File: src/rtl/fxp_bus_pkg.sv
`default_nettype none

// Bus-side types and the register map of the accelerator
package fxp_bus_pkg;

	// ------------------------------------------------------------
	// Bus request as seen on the pins
	// ------------------------------------------------------------
	typedef struct packed {
		logic       vda;     // Valid data address
		logic       rw;      // High for read
		logic [7:0] offset;  // Low address byte
		logic [7:0] wdata;
	} bus_req_t;

	// Decoded register access toward the register block
	typedef struct packed {
		logic       wr;      // One cycle per bus write
		logic       rd;      // Capture strobe for read data
		logic [7:0] offset;
		logic [7:0] wdata;
	} reg_access_t;

	// Status byte layout as read back from CMD_OFFSET
	typedef struct packed {
		logic       busy;
		logic [1:0] spare;   // Always zero
		logic       lt;
		logic       eq;
		logic       gt;
		logic       zf;
		logic       vf;
	} status_t;

	// ------------------------------------------------------------
	// Register offsets inside the 256 byte window
	// ------------------------------------------------------------
	localparam logic [7:0] FAC1_BASE  = 8'h00;
	// Command on write and status on read
	localparam logic [7:0] CMD_OFFSET = 8'h0E;
	localparam logic [7:0] FAC2_BASE  = 8'h10;

endpackage

`default_nettype wire

File: src/rtl/fxp_op_pkg.sv
`default_nettype none

// Operation side types shared by the sequencer, ALU and registers
package fxp_op_pkg;

	// Command byte encodings
	typedef enum logic [7:0] {
		OP_ADD  = 8'h81,
		OP_SUB  = 8'h82,
		OP_MUL  = 8'h83,
		OP_ABS  = 8'h87,
		OP_NABS = 8'h88,
		OP_NEG  = 8'h90,
		OP_SWAP = 8'h11
	} fxp_opcode_e;

	// Sequencer states
	typedef enum logic [3:0] {
		ST_IDLE,
		ST_EXEC,
		ST_MUL_ABS1,
		ST_MUL_SWAP,
		ST_MUL_ABS2,
		ST_MUL_STEP,
		ST_MUL_SIGN
	} seq_state_e;

	// Source of the next FAC1 value
	typedef enum logic [2:0] {
		UPD_NONE,
		UPD_SUM,
		UPD_NEG,
		UPD_SWAP,
		UPD_SHIFT,
		UPD_CLEAR
	} fac_update_e;

	// Per cycle accumulator control from the sequencer
	typedef struct packed {
		fac_update_e upd;
		logic        sub_sel;   // ALU computes FAC2 - FAC1
		logic        shift_in;  // Bit entering FAC1 msb on a shift
	} fac_ctrl_t;

	// ALU flags
	typedef struct packed {
		logic cf;  // Carry out of the adder
		logic vf;  // Signed overflow of the add or subtract
		logic nf;  // Sign of the negated FAC1
		logic lt;
		logic eq;
		logic gt;
		logic zf;  // FAC1 is zero
	} alu_flags_t;

endpackage

`default_nettype wire

File: src/rtl/fxp_bus_port.sv
`default_nettype none
`timescale 1ns/1ps

module fxp_bus_port #(
	parameter logic [23:0] BASE_ADDR = 24'hFEA200
) (
	input  wire logic                     clk,
	input  wire logic                     rst,
	input  wire fxp_bus_pkg::bus_req_t    req,
	input  wire logic [15:0]              ad_high,
	output fxp_bus_pkg::reg_access_t      access,
	output logic                          rdy
);

	logic       cs;
	logic       rd_req;
	logic [1:0] wait_cnt;

	// Chip select on the upper 16 address bits
	assign cs     = req.vda && (ad_high == BASE_ADDR[23:8]);
	assign rd_req = cs && req.rw;

	// ------------------------------------------------------------
	// Read wait states
	// ------------------------------------------------------------
	// Counts 0 and 1 hold rdy low
	// Count 2 is the data cycle and wraps back to 0
	always_ff @(posedge clk) begin
		if (rst) begin
			wait_cnt <= 2'd0;
		end else if (rd_req && wait_cnt != 2'd2) begin
			wait_cnt <= wait_cnt + 2'd1;
		end else begin
			wait_cnt <= 2'd0;
		end
	end

	// Writes never stall
	assign rdy = !(rd_req && wait_cnt != 2'd2);

	// Read strobe one cycle ahead of rdy
	// so the registered byte sits on rdata while rdy is high
	assign access = '{
		wr:     cs && !req.rw,
		rd:     rd_req && (wait_cnt == 2'd1),
		offset: req.offset,
		wdata:  req.wdata
	};

endmodule

`default_nettype wire

File: src/rtl/fxp_regs.sv
`default_nettype none
`timescale 1ns/1ps

module fxp_regs #(
	parameter int FAC_BYTES = 10
) (
	input  wire logic                         clk,
	input  wire logic                         rst,
	input  wire fxp_bus_pkg::reg_access_t     access,
	input  wire fxp_op_pkg::fac_ctrl_t        ctrl,
	input  wire logic                         busy,
	input  wire logic                         vf,
	input  wire logic [8*FAC_BYTES-1:0]       sum,
	input  wire logic [8*FAC_BYTES-1:0]       neg,
	input  wire fxp_op_pkg::alu_flags_t       flags,
	output logic [8*FAC_BYTES-1:0]            fac1,
	output logic [8*FAC_BYTES-1:0]            fac2,
	output logic [7:0]                        cmd,
	output logic                              cmd_valid,
	output logic [7:0]                        rdata
);

	localparam int W = 8 * FAC_BYTES;

	fxp_bus_pkg::status_t status;
	logic [7:0]           rd_byte;

	// Command handoff straight from the bus write
	// A command while busy is dropped here
	assign cmd_valid = access.wr && !busy && (access.offset == fxp_bus_pkg::CMD_OFFSET);
	assign cmd       = access.wdata;

	// ------------------------------------------------------------
	// Accumulators
	// ------------------------------------------------------------
	always_ff @(posedge clk) begin
		if (rst) begin
			fac1 <= '0;
			fac2 <= '0;
		end else begin
			// Sequencer updates only arrive while busy
			case (ctrl.upd)
				fxp_op_pkg::UPD_SUM:   fac1 <= sum;
				fxp_op_pkg::UPD_NEG:   fac1 <= neg;
				fxp_op_pkg::UPD_SWAP: begin
					fac1 <= fac2;
					fac2 <= fac1;
				end
				fxp_op_pkg::UPD_SHIFT: fac1 <= {ctrl.shift_in, fac1[W-1:1]};
				fxp_op_pkg::UPD_CLEAR: fac1 <= '0;
				default: ;
			endcase
			// Byte writes from the bus when idle
			if (access.wr && !busy) begin
				for (int i = 0; i < FAC_BYTES; i++) begin
					if (access.offset == fxp_bus_pkg::FAC1_BASE + 8'(i))
						fac1[8*i +: 8] <= access.wdata;
					if (access.offset == fxp_bus_pkg::FAC2_BASE + 8'(i))
						fac2[8*i +: 8] <= access.wdata;
				end
			end
		end
	end

	// ------------------------------------------------------------
	// Status and read path
	// ------------------------------------------------------------
	assign status = '{
		busy:  busy,
		spare: 2'b00,
		lt:    flags.lt,
		eq:    flags.eq,
		gt:    flags.gt,
		zf:    flags.zf,
		vf:    vf
	};

	// Unmapped offsets read as zero
	always_comb begin
		rd_byte = 8'h00;
		if (access.offset == fxp_bus_pkg::CMD_OFFSET)
			rd_byte = status;
		for (int i = 0; i < FAC_BYTES; i++) begin
			if (access.offset == fxp_bus_pkg::FAC1_BASE + 8'(i))
				rd_byte = fac1[8*i +: 8];
			if (access.offset == fxp_bus_pkg::FAC2_BASE + 8'(i))
				rd_byte = fac2[8*i +: 8];
		end
	end

	// Captured on the read strobe and held until the next read
	always_ff @(posedge clk) begin
		if (access.rd)
			rdata <= rd_byte;
	end

endmodule

`default_nettype wire

File: src/rtl/fxp_alu.sv
`default_nettype none
`timescale 1ns/1ps

module fxp_alu #(
	parameter int FAC_BYTES = 10
) (
	input  wire logic [8*FAC_BYTES-1:0]   fac1,
	input  wire logic [8*FAC_BYTES-1:0]   fac2,
	input  wire logic                     sub_sel,
	output logic [8*FAC_BYTES-1:0]        sum,
	output logic [8*FAC_BYTES-1:0]        neg,
	output fxp_op_pkg::alu_flags_t        flags
);

	localparam int W = 8 * FAC_BYTES;

	logic [W:0] sum_ext;

	// ------------------------------------------------------------
	// Adder with one extra bit for the carry
	// ------------------------------------------------------------
	// FAC2 is always the left operand
	assign sum_ext = sub_sel ? ({1'b0, fac2} - {1'b0, fac1})
	                         : ({1'b0, fac2} + {1'b0, fac1});
	assign sum     = sum_ext[W-1:0];

	// Two's complement of FAC1
	assign neg = {W{1'b0}} - fac1;

	always_comb begin
		flags.cf = sum_ext[W];
		// Overflow when the effective operand signs agree
		// and the result sign differs from FAC2
		flags.vf = !(fac2[W-1] ^ fac1[W-1] ^ sub_sel) && (sum[W-1] ^ fac2[W-1]);
		// Negation overflows only when this and the FAC1 sign are both set
		flags.nf = neg[W-1];
		// Signed compare of FAC1 against FAC2
		flags.gt = $signed(fac1) > $signed(fac2);
		flags.eq = fac1 == fac2;
		flags.lt = !(flags.gt || flags.eq);
		flags.zf = ~|fac1;
	end

endmodule

`default_nettype wire

File: src/rtl/fxp_sequencer.sv
`default_nettype none
`timescale 1ns/1ps

module fxp_sequencer #(
	parameter int FAC_BYTES = 10
) (
	input  wire logic                     clk,
	input  wire logic                     rst,
	input  wire logic [7:0]               cmd,
	input  wire logic                     cmd_valid,
	input  wire logic                     fac1_lsb,
	input  wire logic                     fac1_msb,
	input  wire logic                     fac2_msb,
	input  wire fxp_op_pkg::alu_flags_t   flags,
	output fxp_op_pkg::fac_ctrl_t         ctrl,
	output logic                          busy,
	output logic                          vf
);

	localparam int                W        = 8 * FAC_BYTES;
	localparam int                CNT_W    = $clog2(W);
	localparam logic [CNT_W-1:0]  LAST_BIT = CNT_W'(W - 1);

	fxp_op_pkg::seq_state_e  state;
	fxp_op_pkg::fxp_opcode_e op;
	logic                    sign;      // Product sign
	logic                    loading;   // Multiplier still moving in from FAC1
	logic                    shift_ph;  // Second half of a multiply step
	logic                    carry;     // Adder carry kept for the shift
	logic [CNT_W-1:0]        bit_cnt;
	logic [W-1:0]            mq;        // Multiplier shift register
	logic                    last_bit;
	logic                    neg_ovf;

	assign busy     = state != fxp_op_pkg::ST_IDLE;
	assign last_bit = bit_cnt == LAST_BIT;
	// Only the most negative value keeps its sign when negated
	assign neg_ovf  = fac1_msb && flags.nf;

	// ------------------------------------------------------------
	// Accumulator control per state
	// ------------------------------------------------------------
	always_comb begin
		ctrl.upd      = fxp_op_pkg::UPD_NONE;
		ctrl.sub_sel  = 1'b0;
		ctrl.shift_in = 1'b0;
		case (state)
			fxp_op_pkg::ST_EXEC: begin
				case (op)
					fxp_op_pkg::OP_ADD:  ctrl.upd = fxp_op_pkg::UPD_SUM;
					fxp_op_pkg::OP_SUB: begin
						ctrl.upd     = fxp_op_pkg::UPD_SUM;
						ctrl.sub_sel = 1'b1;
					end
					fxp_op_pkg::OP_NEG:  ctrl.upd = fxp_op_pkg::UPD_NEG;
					fxp_op_pkg::OP_ABS:
						if (fac1_msb) ctrl.upd = fxp_op_pkg::UPD_NEG;
					fxp_op_pkg::OP_NABS:
						if (!fac1_msb) ctrl.upd = fxp_op_pkg::UPD_NEG;
					fxp_op_pkg::OP_SWAP: ctrl.upd = fxp_op_pkg::UPD_SWAP;
					default: ;
				endcase
			end
			// Both operands made positive around one swap
			fxp_op_pkg::ST_MUL_ABS1, fxp_op_pkg::ST_MUL_ABS2:
				if (fac1_msb) ctrl.upd = fxp_op_pkg::UPD_NEG;
			fxp_op_pkg::ST_MUL_SWAP: ctrl.upd = fxp_op_pkg::UPD_SWAP;
			fxp_op_pkg::ST_MUL_STEP: begin
				if (loading) begin
					// Rotate FAC1 through the multiplier then clear on the last bit
					ctrl.upd      = last_bit ? fxp_op_pkg::UPD_CLEAR : fxp_op_pkg::UPD_SHIFT;
					ctrl.shift_in = fac1_lsb;
				end else if (!shift_ph) begin
					// Add the multiplicand in FAC2 when the multiplier bit is set
					if (mq[0]) ctrl.upd = fxp_op_pkg::UPD_SUM;
				end else begin
					ctrl.upd      = fxp_op_pkg::UPD_SHIFT;
					ctrl.shift_in = carry;
				end
			end
			fxp_op_pkg::ST_MUL_SIGN:
				if (sign) ctrl.upd = fxp_op_pkg::UPD_NEG;
			default: ;
		endcase
	end

	// ------------------------------------------------------------
	// State, flags and multiply bookkeeping
	// ------------------------------------------------------------
	always_ff @(posedge clk) begin
		if (rst) begin
			state    <= fxp_op_pkg::ST_IDLE;
			vf       <= 1'b0;
			sign     <= 1'b0;
			loading  <= 1'b0;
			shift_ph <= 1'b0;
			bit_cnt  <= '0;
		end else begin
			case (state)
				fxp_op_pkg::ST_IDLE: begin
					op <= fxp_op_pkg::fxp_opcode_e'(cmd);
					if (cmd_valid) begin
						case (cmd)
							fxp_op_pkg::OP_ADD, fxp_op_pkg::OP_SUB, fxp_op_pkg::OP_NEG,
							fxp_op_pkg::OP_ABS, fxp_op_pkg::OP_NABS, fxp_op_pkg::OP_SWAP:
								state <= fxp_op_pkg::ST_EXEC;
							fxp_op_pkg::OP_MUL: begin
								vf    <= 1'b0;
								state <= fxp_op_pkg::ST_MUL_ABS1;
							end
							// Unknown commands are ignored
							default: ;
						endcase
					end
				end
				fxp_op_pkg::ST_EXEC: begin
					case (op)
						fxp_op_pkg::OP_ADD, fxp_op_pkg::OP_SUB:
							vf <= flags.vf;
						fxp_op_pkg::OP_NEG, fxp_op_pkg::OP_ABS, fxp_op_pkg::OP_NABS:
							vf <= (ctrl.upd == fxp_op_pkg::UPD_NEG) && neg_ovf;
						default: ;
					endcase
					state <= fxp_op_pkg::ST_IDLE;
				end
				fxp_op_pkg::ST_MUL_ABS1: begin
					// Result is negative when the operand signs differ
					sign  <= fac1_msb ^ fac2_msb;
					state <= fxp_op_pkg::ST_MUL_SWAP;
				end
				fxp_op_pkg::ST_MUL_SWAP: state <= fxp_op_pkg::ST_MUL_ABS2;
				fxp_op_pkg::ST_MUL_ABS2: begin
					loading <= 1'b1;
					bit_cnt <= '0;
					state   <= fxp_op_pkg::ST_MUL_STEP;
				end
				fxp_op_pkg::ST_MUL_STEP: begin
					if (loading) begin
						mq <= {fac1_lsb, mq[W-1:1]};
						if (last_bit) begin
							loading  <= 1'b0;
							shift_ph <= 1'b0;
							bit_cnt  <= '0;
						end else begin
							bit_cnt <= bit_cnt + 1'b1;
						end
					end else if (!shift_ph) begin
						carry    <= mq[0] && flags.cf;
						shift_ph <= 1'b1;
					end else begin
						// Low product bits are dropped
						mq       <= {1'b0, mq[W-1:1]};
						shift_ph <= 1'b0;
						if (last_bit)
							state <= fxp_op_pkg::ST_MUL_SIGN;
						else
							bit_cnt <= bit_cnt + 1'b1;
					end
				end
				fxp_op_pkg::ST_MUL_SIGN: state <= fxp_op_pkg::ST_IDLE;
				default: state <= fxp_op_pkg::ST_IDLE;
			endcase
		end
	end

endmodule

`default_nettype wire

File: src/rtl/fxp_accel.sv
`default_nettype none
`timescale 1ns/1ps

// Fixed point accelerator on a byte wide bus
// FAC_BYTES above 14 would run FAC1 into the command offset
module fxp_accel #(
	parameter int          FAC_BYTES = 10,
	parameter logic [23:0] BASE_ADDR = 24'hFEA200
) (
	input  wire logic        clk,
	input  wire logic        rst,
	input  wire logic        vda,
	input  wire logic        rw,
	input  wire logic [23:0] ad,
	input  wire logic [7:0]  wdata,
	output logic [7:0]       rdata,
	output logic             rdy
);

	localparam int W = 8 * FAC_BYTES;

	fxp_bus_pkg::bus_req_t    req;
	fxp_bus_pkg::reg_access_t access;
	fxp_op_pkg::fac_ctrl_t    ctrl;
	fxp_op_pkg::alu_flags_t   flags;
	logic [W-1:0]             fac1;
	logic [W-1:0]             fac2;
	logic [W-1:0]             sum;
	logic [W-1:0]             neg;
	logic [7:0]               cmd;
	logic                     cmd_valid;
	logic                     busy;
	logic                     vf;

	assign req = '{vda: vda, rw: rw, offset: ad[7:0], wdata: wdata};

	// ------------------------------------------------------------
	// Bus decode and register file
	// ------------------------------------------------------------
	fxp_bus_port #(.BASE_ADDR(BASE_ADDR)) u_bus_port (
		.clk(clk), .rst(rst), .req(req), .ad_high(ad[23:8]), .access(access), .rdy(rdy)
	);

	fxp_regs #(.FAC_BYTES(FAC_BYTES)) u_regs (
		.clk(clk), .rst(rst), .access(access), .ctrl(ctrl), .busy(busy), .vf(vf),
		.sum(sum), .neg(neg), .flags(flags), .fac1(fac1), .fac2(fac2),
		.cmd(cmd), .cmd_valid(cmd_valid), .rdata(rdata)
	);

	// ------------------------------------------------------------
	// Datapath and control
	// ------------------------------------------------------------
	fxp_alu #(.FAC_BYTES(FAC_BYTES)) u_alu (
		.fac1(fac1), .fac2(fac2), .sub_sel(ctrl.sub_sel), .sum(sum), .neg(neg), .flags(flags)
	);

	fxp_sequencer #(.FAC_BYTES(FAC_BYTES)) u_sequencer (
		.clk(clk), .rst(rst), .cmd(cmd), .cmd_valid(cmd_valid),
		.fac1_lsb(fac1[0]), .fac1_msb(fac1[W-1]), .fac2_msb(fac2[W-1]),
		.flags(flags), .ctrl(ctrl), .busy(busy), .vf(vf)
	);

endmodule

`default_nettype wire

File: config.mk
export PLATFORM = sky130hd
export DESIGN_NAME = fxp_accel
export DESIGN_NICKNAME = d
export VERILOG_FILES = /design/src/rtl/fxp_bus_pkg.sv /design/src/rtl/fxp_op_pkg.sv /design/src/rtl/fxp_bus_port.sv /design/src/rtl/fxp_regs.sv /design/src/rtl/fxp_alu.sv /design/src/rtl/fxp_sequencer.sv /design/src/rtl/fxp_accel.sv
export SDC_FILE = /design/constraint.sdc
export NUM_CORES = 1
export LEC_CHECK = 0
export BUFFER_PORTS_ARGS = -buffer_cell sky130_fd_sc_hd__buf_4
export CORE_MARGIN = 2
export CORE_UTILIZATION = 50
export CTS_BUF_LIST = sky130_fd_sc_hd__clkbuf_16
export CTS_CLUSTER_SIZE = 24
export DETAILED_ROUTE_END_ITERATION = 6
export PLACE_DENSITY_LB_ADDON = 0.12
export RECOVER_POWER = 100
export SETUP_SLACK_MARGIN = 0.15
export SYNTH_ARGS = -nofsm -noshare
export SYNTH_HDL_FRONTEND = slang
export SYNTH_HIERARCHICAL = 1
export SYNTH_SLANG_ARGS = --single-unit
File: constraint.sdc
create_clock -name clk -period 12.3 [get_ports clk]
set_input_delay 0.615 -clock clk [delete_from_list [all_inputs] [get_ports clk]]
set_output_delay 0.615 -clock clk [all_outputs]
set_load 0.005 [all_outputs]
# Yosys cells after proc, flatten, opt, wreduce, memory -nomap -nowiden
# Index checks and enable logic that the tools add are counted.
totals:
  regBits: 274
  in_bits: 36
classes:
  add_sub_neg: 5
  n_lt_le_gt_ge: 1
  eq_ne: 59
  n_mux: 83
  bitwise_logic: 7
  reduce_logical: 37
op_table:
  columns: ["op", "count"]
  rows:
  - ["$mux 80", 5]
  - ["$pmux 80 s5", 1]
  - ["$mux 8", 41]
  - ["$eq 8x5->1 const B", 12]
  - ["$eq 8x8->1 const B", 11]
  - ["$add 80x80->81", 1]
  - ["$mux 81", 1]
  - ["$sub 80x80->81", 1]
  - ["$eq 80x80->1", 1]
  - ["$gt 80x80->1", 1]
  - ["$reduce_or 80->1", 1]
  - ["$sub 1x80->80 const A", 1]
  - ["$eq 8x3->1 const B", 4]
  - ["$pmux 3 s5", 2]
  - ["$mux 7", 4]
  - ["$eq 8x4->1 const B", 3]
  - ["$pmux 4 s5", 1]
  - ["$eq 16x16->1 const B", 1]
  - ["$eq 8x2->1 const B", 2]
  - ["$mux 4", 4]
  - ["$mux 1", 14]
  - ["$pmux 7 s2", 1]
  - ["$eq 4x3->1 const B", 3]
  - ["$logic_and 1x1->1", 11]
  - ["34 further kinds", 65]

# Longest topological paths before layout
logic_depth:
  word_depth: 24
  ltp_mapped: 28

# By module
# Netlist, hierarchy kept.
by_module_without_submodules:
  columns: ["mod", "n_inst", "cells_per_inst", "area_each_um2", "seq_area_each_um2"]
  rows:
  - ["fxp_regs", 1, 1848, 12394.4, 3443.3]
  - ["fxp_alu", 1, 1427, 9526.6, 0.0]
  - ["fxp_sequencer", 1, 239, 3794.9, 2952.8]
  - ["fxp_bus_port", 1, 35, 305.3, 40.0]

# Worst setup path after synthesis
# Ideal clock, no wire load.
synth_timing:
  path_type: "reg2reg"
  startpoint: "reg u_sequencer.state[2]"
  endpoint: "reg u_sequencer.mq[0] (enable)"
  setup_ns: 0.616
  arrival_time_ns: 6.512
  slack_ns: 5.172
  path_stages_with_launch: 6
  path_buffers: 2
  cell_sequence: "dfxtp_1 > clkbuf_1 > nor2b_1 > clkbuf_1 > nand2_1 > nor3_1"
synth_between:
  elab_chain_cells: 2
synth_lines:
  columns: ["item", "line", "rtl"]
  rows:
  - ["from (decl)", "fxp_sequencer.sv:24", "fxp_op_pkg::seq_state_e state;"]
  - ["from (signal assigned)", "fxp_sequencer.sv:92", "state <= fxp_op_pkg::ST_IDLE;"]
  - ["from (signal assigned)", "fxp_sequencer.sv:106", "state <= fxp_op_pkg::ST_EXEC;"]
  - ["from (signal assigned)", "fxp_sequencer.sv:109", "state <= fxp_op_pkg::ST_MUL_ABS1;"]
  - ["$eq 4x3->1", "fxp_sequencer.sv:99", "case (state)"]
  - ["$reduce_and 3->1 (no line)", null, null]
  - ["to (signal assigned)", "fxp_sequencer.sv:139", "mq <= {fac1_lsb, mq[W-1:1]};"]
  - ["to (signal assigned)", "fxp_sequencer.sv:152", "mq <= {1'b0, mq[W-1:1]};"]
  - ["to (decl)", "fxp_sequencer.sv:31", "logic [W-1:0] mq;"]
# Every way passes these cells.
# A chain may end at the register's enable or synchronous reset.

==> metrics.csv <==
stage,metric,value,unit
logic_synthesis,synth_edf_count,97,
clock_network,cts.clk_slew.worst_paths,60,ps
floorplanning,dieArea,53900,sq um
logic_synthesis,synth_top_area_cell,dfxtp_1,
sta,relSlewSlack,-164,%
worst_setup_path,ff2ff_path_depth,11,
drt,post_drt_wl_per_cell,25.1,um
floorplanning,fp-row-count,83,
clock_network,tritoncts,done,
worst_setup_path,crit_buf_inv,2,
pwr,p_comb_share,4.3,%
drt,finalWirelength,103000,um
sta,layout_setup_ws,4340,ps
worst_setup_path,worst-setup-path-type,reg2reg,
clock_network,cts-buffers-inserted,36,
clock_network,insertion_delay,580,ps
clock_network,post-cts-setup-buffers,0,
logic_synthesis,synthTopCellsByCount,"450 x a21oi_1, 380 x nand2_1, 350 x nor2_1",
logic_synthesis,avgSynthCellArea,7.33,sq um
logic_synthesis,syn-num-nets,3750,
logic_synthesis,synthTopCellsByArea,"dfxtp_1 14%, edfxtp_1 11%, a21oi_1 8.7%",
worst_setup_path,path_delay_family,buffers and inverters,
logic_synthesis,synthFlopType,dfxtp_1,
drt,drc,1,
logic_synthesis,syn-cell-area,26000,sq um
logic_synthesis,ys_ff_latch,273,
pwr,p_int,1.57,mW
pwr,peakVddDrop,95.5,uV
worst_setup_path,crit_arrival,8430,ps
sta,fin_crit,7960,ps
logic_synthesis,async_flop_share,0,%
drt,routed_via_density,6.66,
logic_synthesis,synthCells,3549,
sta,finalHoldViolations,0,
pwr,seqPwrFrac,44.5,%
grt,grt_max_degree,166,
logic_synthesis,ys_seq_area_share,24.7,%
clock_network,cts.sinks,273,
pwr,switching_share,24.9,%
sta,fmax,126,MHz
pwr,power.leakage,10.3,nW
sta,tightest_slew,3950,ps
worst_hold_path,hold_path_depth,0,
logic_synthesis,synth_top_area_share,13.5,%
job,drv_cap,19,
pwr,clkPwrFrac,51.2,%
sta,whs,414,ps
floorplanning,initial_core_util,50.6,%
floorplanning,die_h,232,um
placed_design,gp_congestion,0.987,
status,status,"finished, violations left",
finish,final_area,27300,sq um
sta,fin_setup_tns,0,ps
drt,drt_iter0_drc,3518,
floorplanning,io_pins,45,
drt,dr.pass1.iters,7,
worst_setup_path,endpoint_kind,flop,
pwr,power_density,76.7,nW/um^2
floorplanning,coreArea,51400,sq um
finish,syn2layout_area_growth,4.98,%
logic_synthesis,yosys.cell_count.top_type,a21oi_1,
sta,drv_slew,686,
sta,fin_crit_sh,64.7,%
placed_design,place_ws,4970,ps
grt,track_usage,37.0,%
sta,setup_viol,0,
clock_network,cts_resized,0,
clock_network,cts_hold_buf,0,
placed_design,portBuffers,44,
grt,grt_pass1_wl,155000,um
worst_setup_path,cpMostUsedCell,a21oi_1,
grt,first_global_vias,25200,
pwr,power.switching,522,uW
logic_synthesis,ys_types,97,
clock_network,cts_buffer_depth,3,
worst_setup_path,crit_slowest_cell,clkbuf_1,
sta,clock_skew,32.5,ps
clock_network,clockRootBuffer,clkbuf_16,
drt,drt.antenna.violating_nets,0,
worst_setup_path,crit_chain,or4b_1 -> nand2b_1 -> o21ai_0 -> a31oi_1 -> a21oi_1 -> and3b_4 -> clkbuf_1 -> buf_4 -> a221oi_1 -> or3_1 -> a21oi_1,
floorplanning,die_w,232,um
finish,nets,3586,
placed_design,place_hpwl,69800,um
grt,globalRouteOverflowTotal,0,
logic_synthesis,synth_warnings,6,
worst_setup_path,cp.depth,11,
drt,vias,27300,
pwr,power.total,2.10,mW
clock_network,htreeDepth,2,
worst_setup_path,crit_path_max_fanout,70,
placed_design,place_area,26300,sq um
worst_setup_path,startpoint_type,flop,
sta,rsz0062_at_grt,false,
worst_setup_path,max_stage_delay,2730,ps
status,violations,"DRC, capacitance limit, slew limit",
worst_hold_path,hold_path.class,reg2reg,
grt,antenna_found_initial,3,
finish,drive_gt1_share,4.98,%
worst_setup_path,crit_required,12770,ps
cell families after synthesis:
logic type	share of synthesized area [%]
muxes	0.471
DFF	24.7
xor gates and xnor gates	8.01
buffers and inverters	8.61
AOI/OAI and AO/OA	28.3
adders and majority gates	7.96
and+or+nand+nor	21.9
per-stage QoR:
stage / util, % / cells
3_3_place_gp: 51.1 / 4027
6_report: 53.1 / 4094
5_1_grt: 53.1 / 4094
2_1_floorplan: - / 3549
3_5_place_dp: 51.1 / 4027
4_1_cts: 53.4 / 4093
cell usage in the layout (no fill, tap or decap), types with 73 or more instances in the layout:
cell	instances
a21o_1	73
a21oi_1	449
dfxtp_1	176
edfxtp_1	97
ha_1	164
inv_1	285
nand2_1	380
nor2_1	351
o21ai_0	113
xnor2_1	180
power by group through the flow:
stage / clock network [mW] / logic, mW / registers (mW)
2_1_floorplan: 0 / 0.0577 / 0.951
3_3_place_gp: 0 / 0.0889 / 0.951
3_5_place_dp: 0 / 0.0895 / 0.951
4_1_cts: 1.09 / 0.0899 / 0.932
5_1_grt: 1.12 / 0.0935 / 0.932
6_report: 1.07 / 0.0910 / 0.932
layout make-up:
cell class	count	area, sq um
clock inverters	28	220
diodes	1	2.50
multi-input cells	2727	17300
clock buffers	38	951
inverters	278	1040
well taps	680	851
flip-flops and latches	273	6440
fillers	5032	24100
repair buffers	69	474
registers in the layout, summed over array words and instances, names as in the netlist:
signal,flops
u_regs/fac1,80
u_regs/fac2,80
u_sequencer/mq,80
u_regs/rdata,8
u_sequencer/op,8
u_sequencer/bit_cnt,7
u_sequencer/state,3
u_bus_port/wait_cnt,2
u_sequencer/carry,1
u_sequencer/loading,1
u_sequencer/shift_ph,1
u_sequencer/sign,1
u_sequencer/vf,1
path summary, 6_finish.rpt:
path	startpoint	end	slack, ps
worst max-delay path	u_sequencer/op[4]$_DFFE_PP_	u_regs/fac1[45]$_SDFF_PP0_	4340
worst min-delay path	u_sequencer/mq[46]$_DFFE_PP_	u_sequencer/mq[45]$_DFFE_PP_	410
worst max register to register	u_sequencer/op[4]$_DFFE_PP_	u_regs/fac1[45]$_SDFF_PP0_	4340
worst min register to register	u_sequencer/mq[46]$_DFFE_PP_	u_sequencer/mq[45]$_DFFE_PP_	410
routing by layer:
metal / global-route usage (%) / share of wire, %
met1: 51.2 / 43
met2: 56.4 / 43
met3: 6.96 / 9.9
met4: 15.4 / 4.4
met5: 0 / 0.015
worst reg2reg max path, delay by kind of cell (launching register included):
kind	cells	cell delay, ps
AND/OR/NAND/NOR	4	1570
buffers and inverters	2	3800
flip-flops	1	410
AO/OA/AOI/OAI	5	2110
No activity file was read; power rests on OpenSTA's default activity.
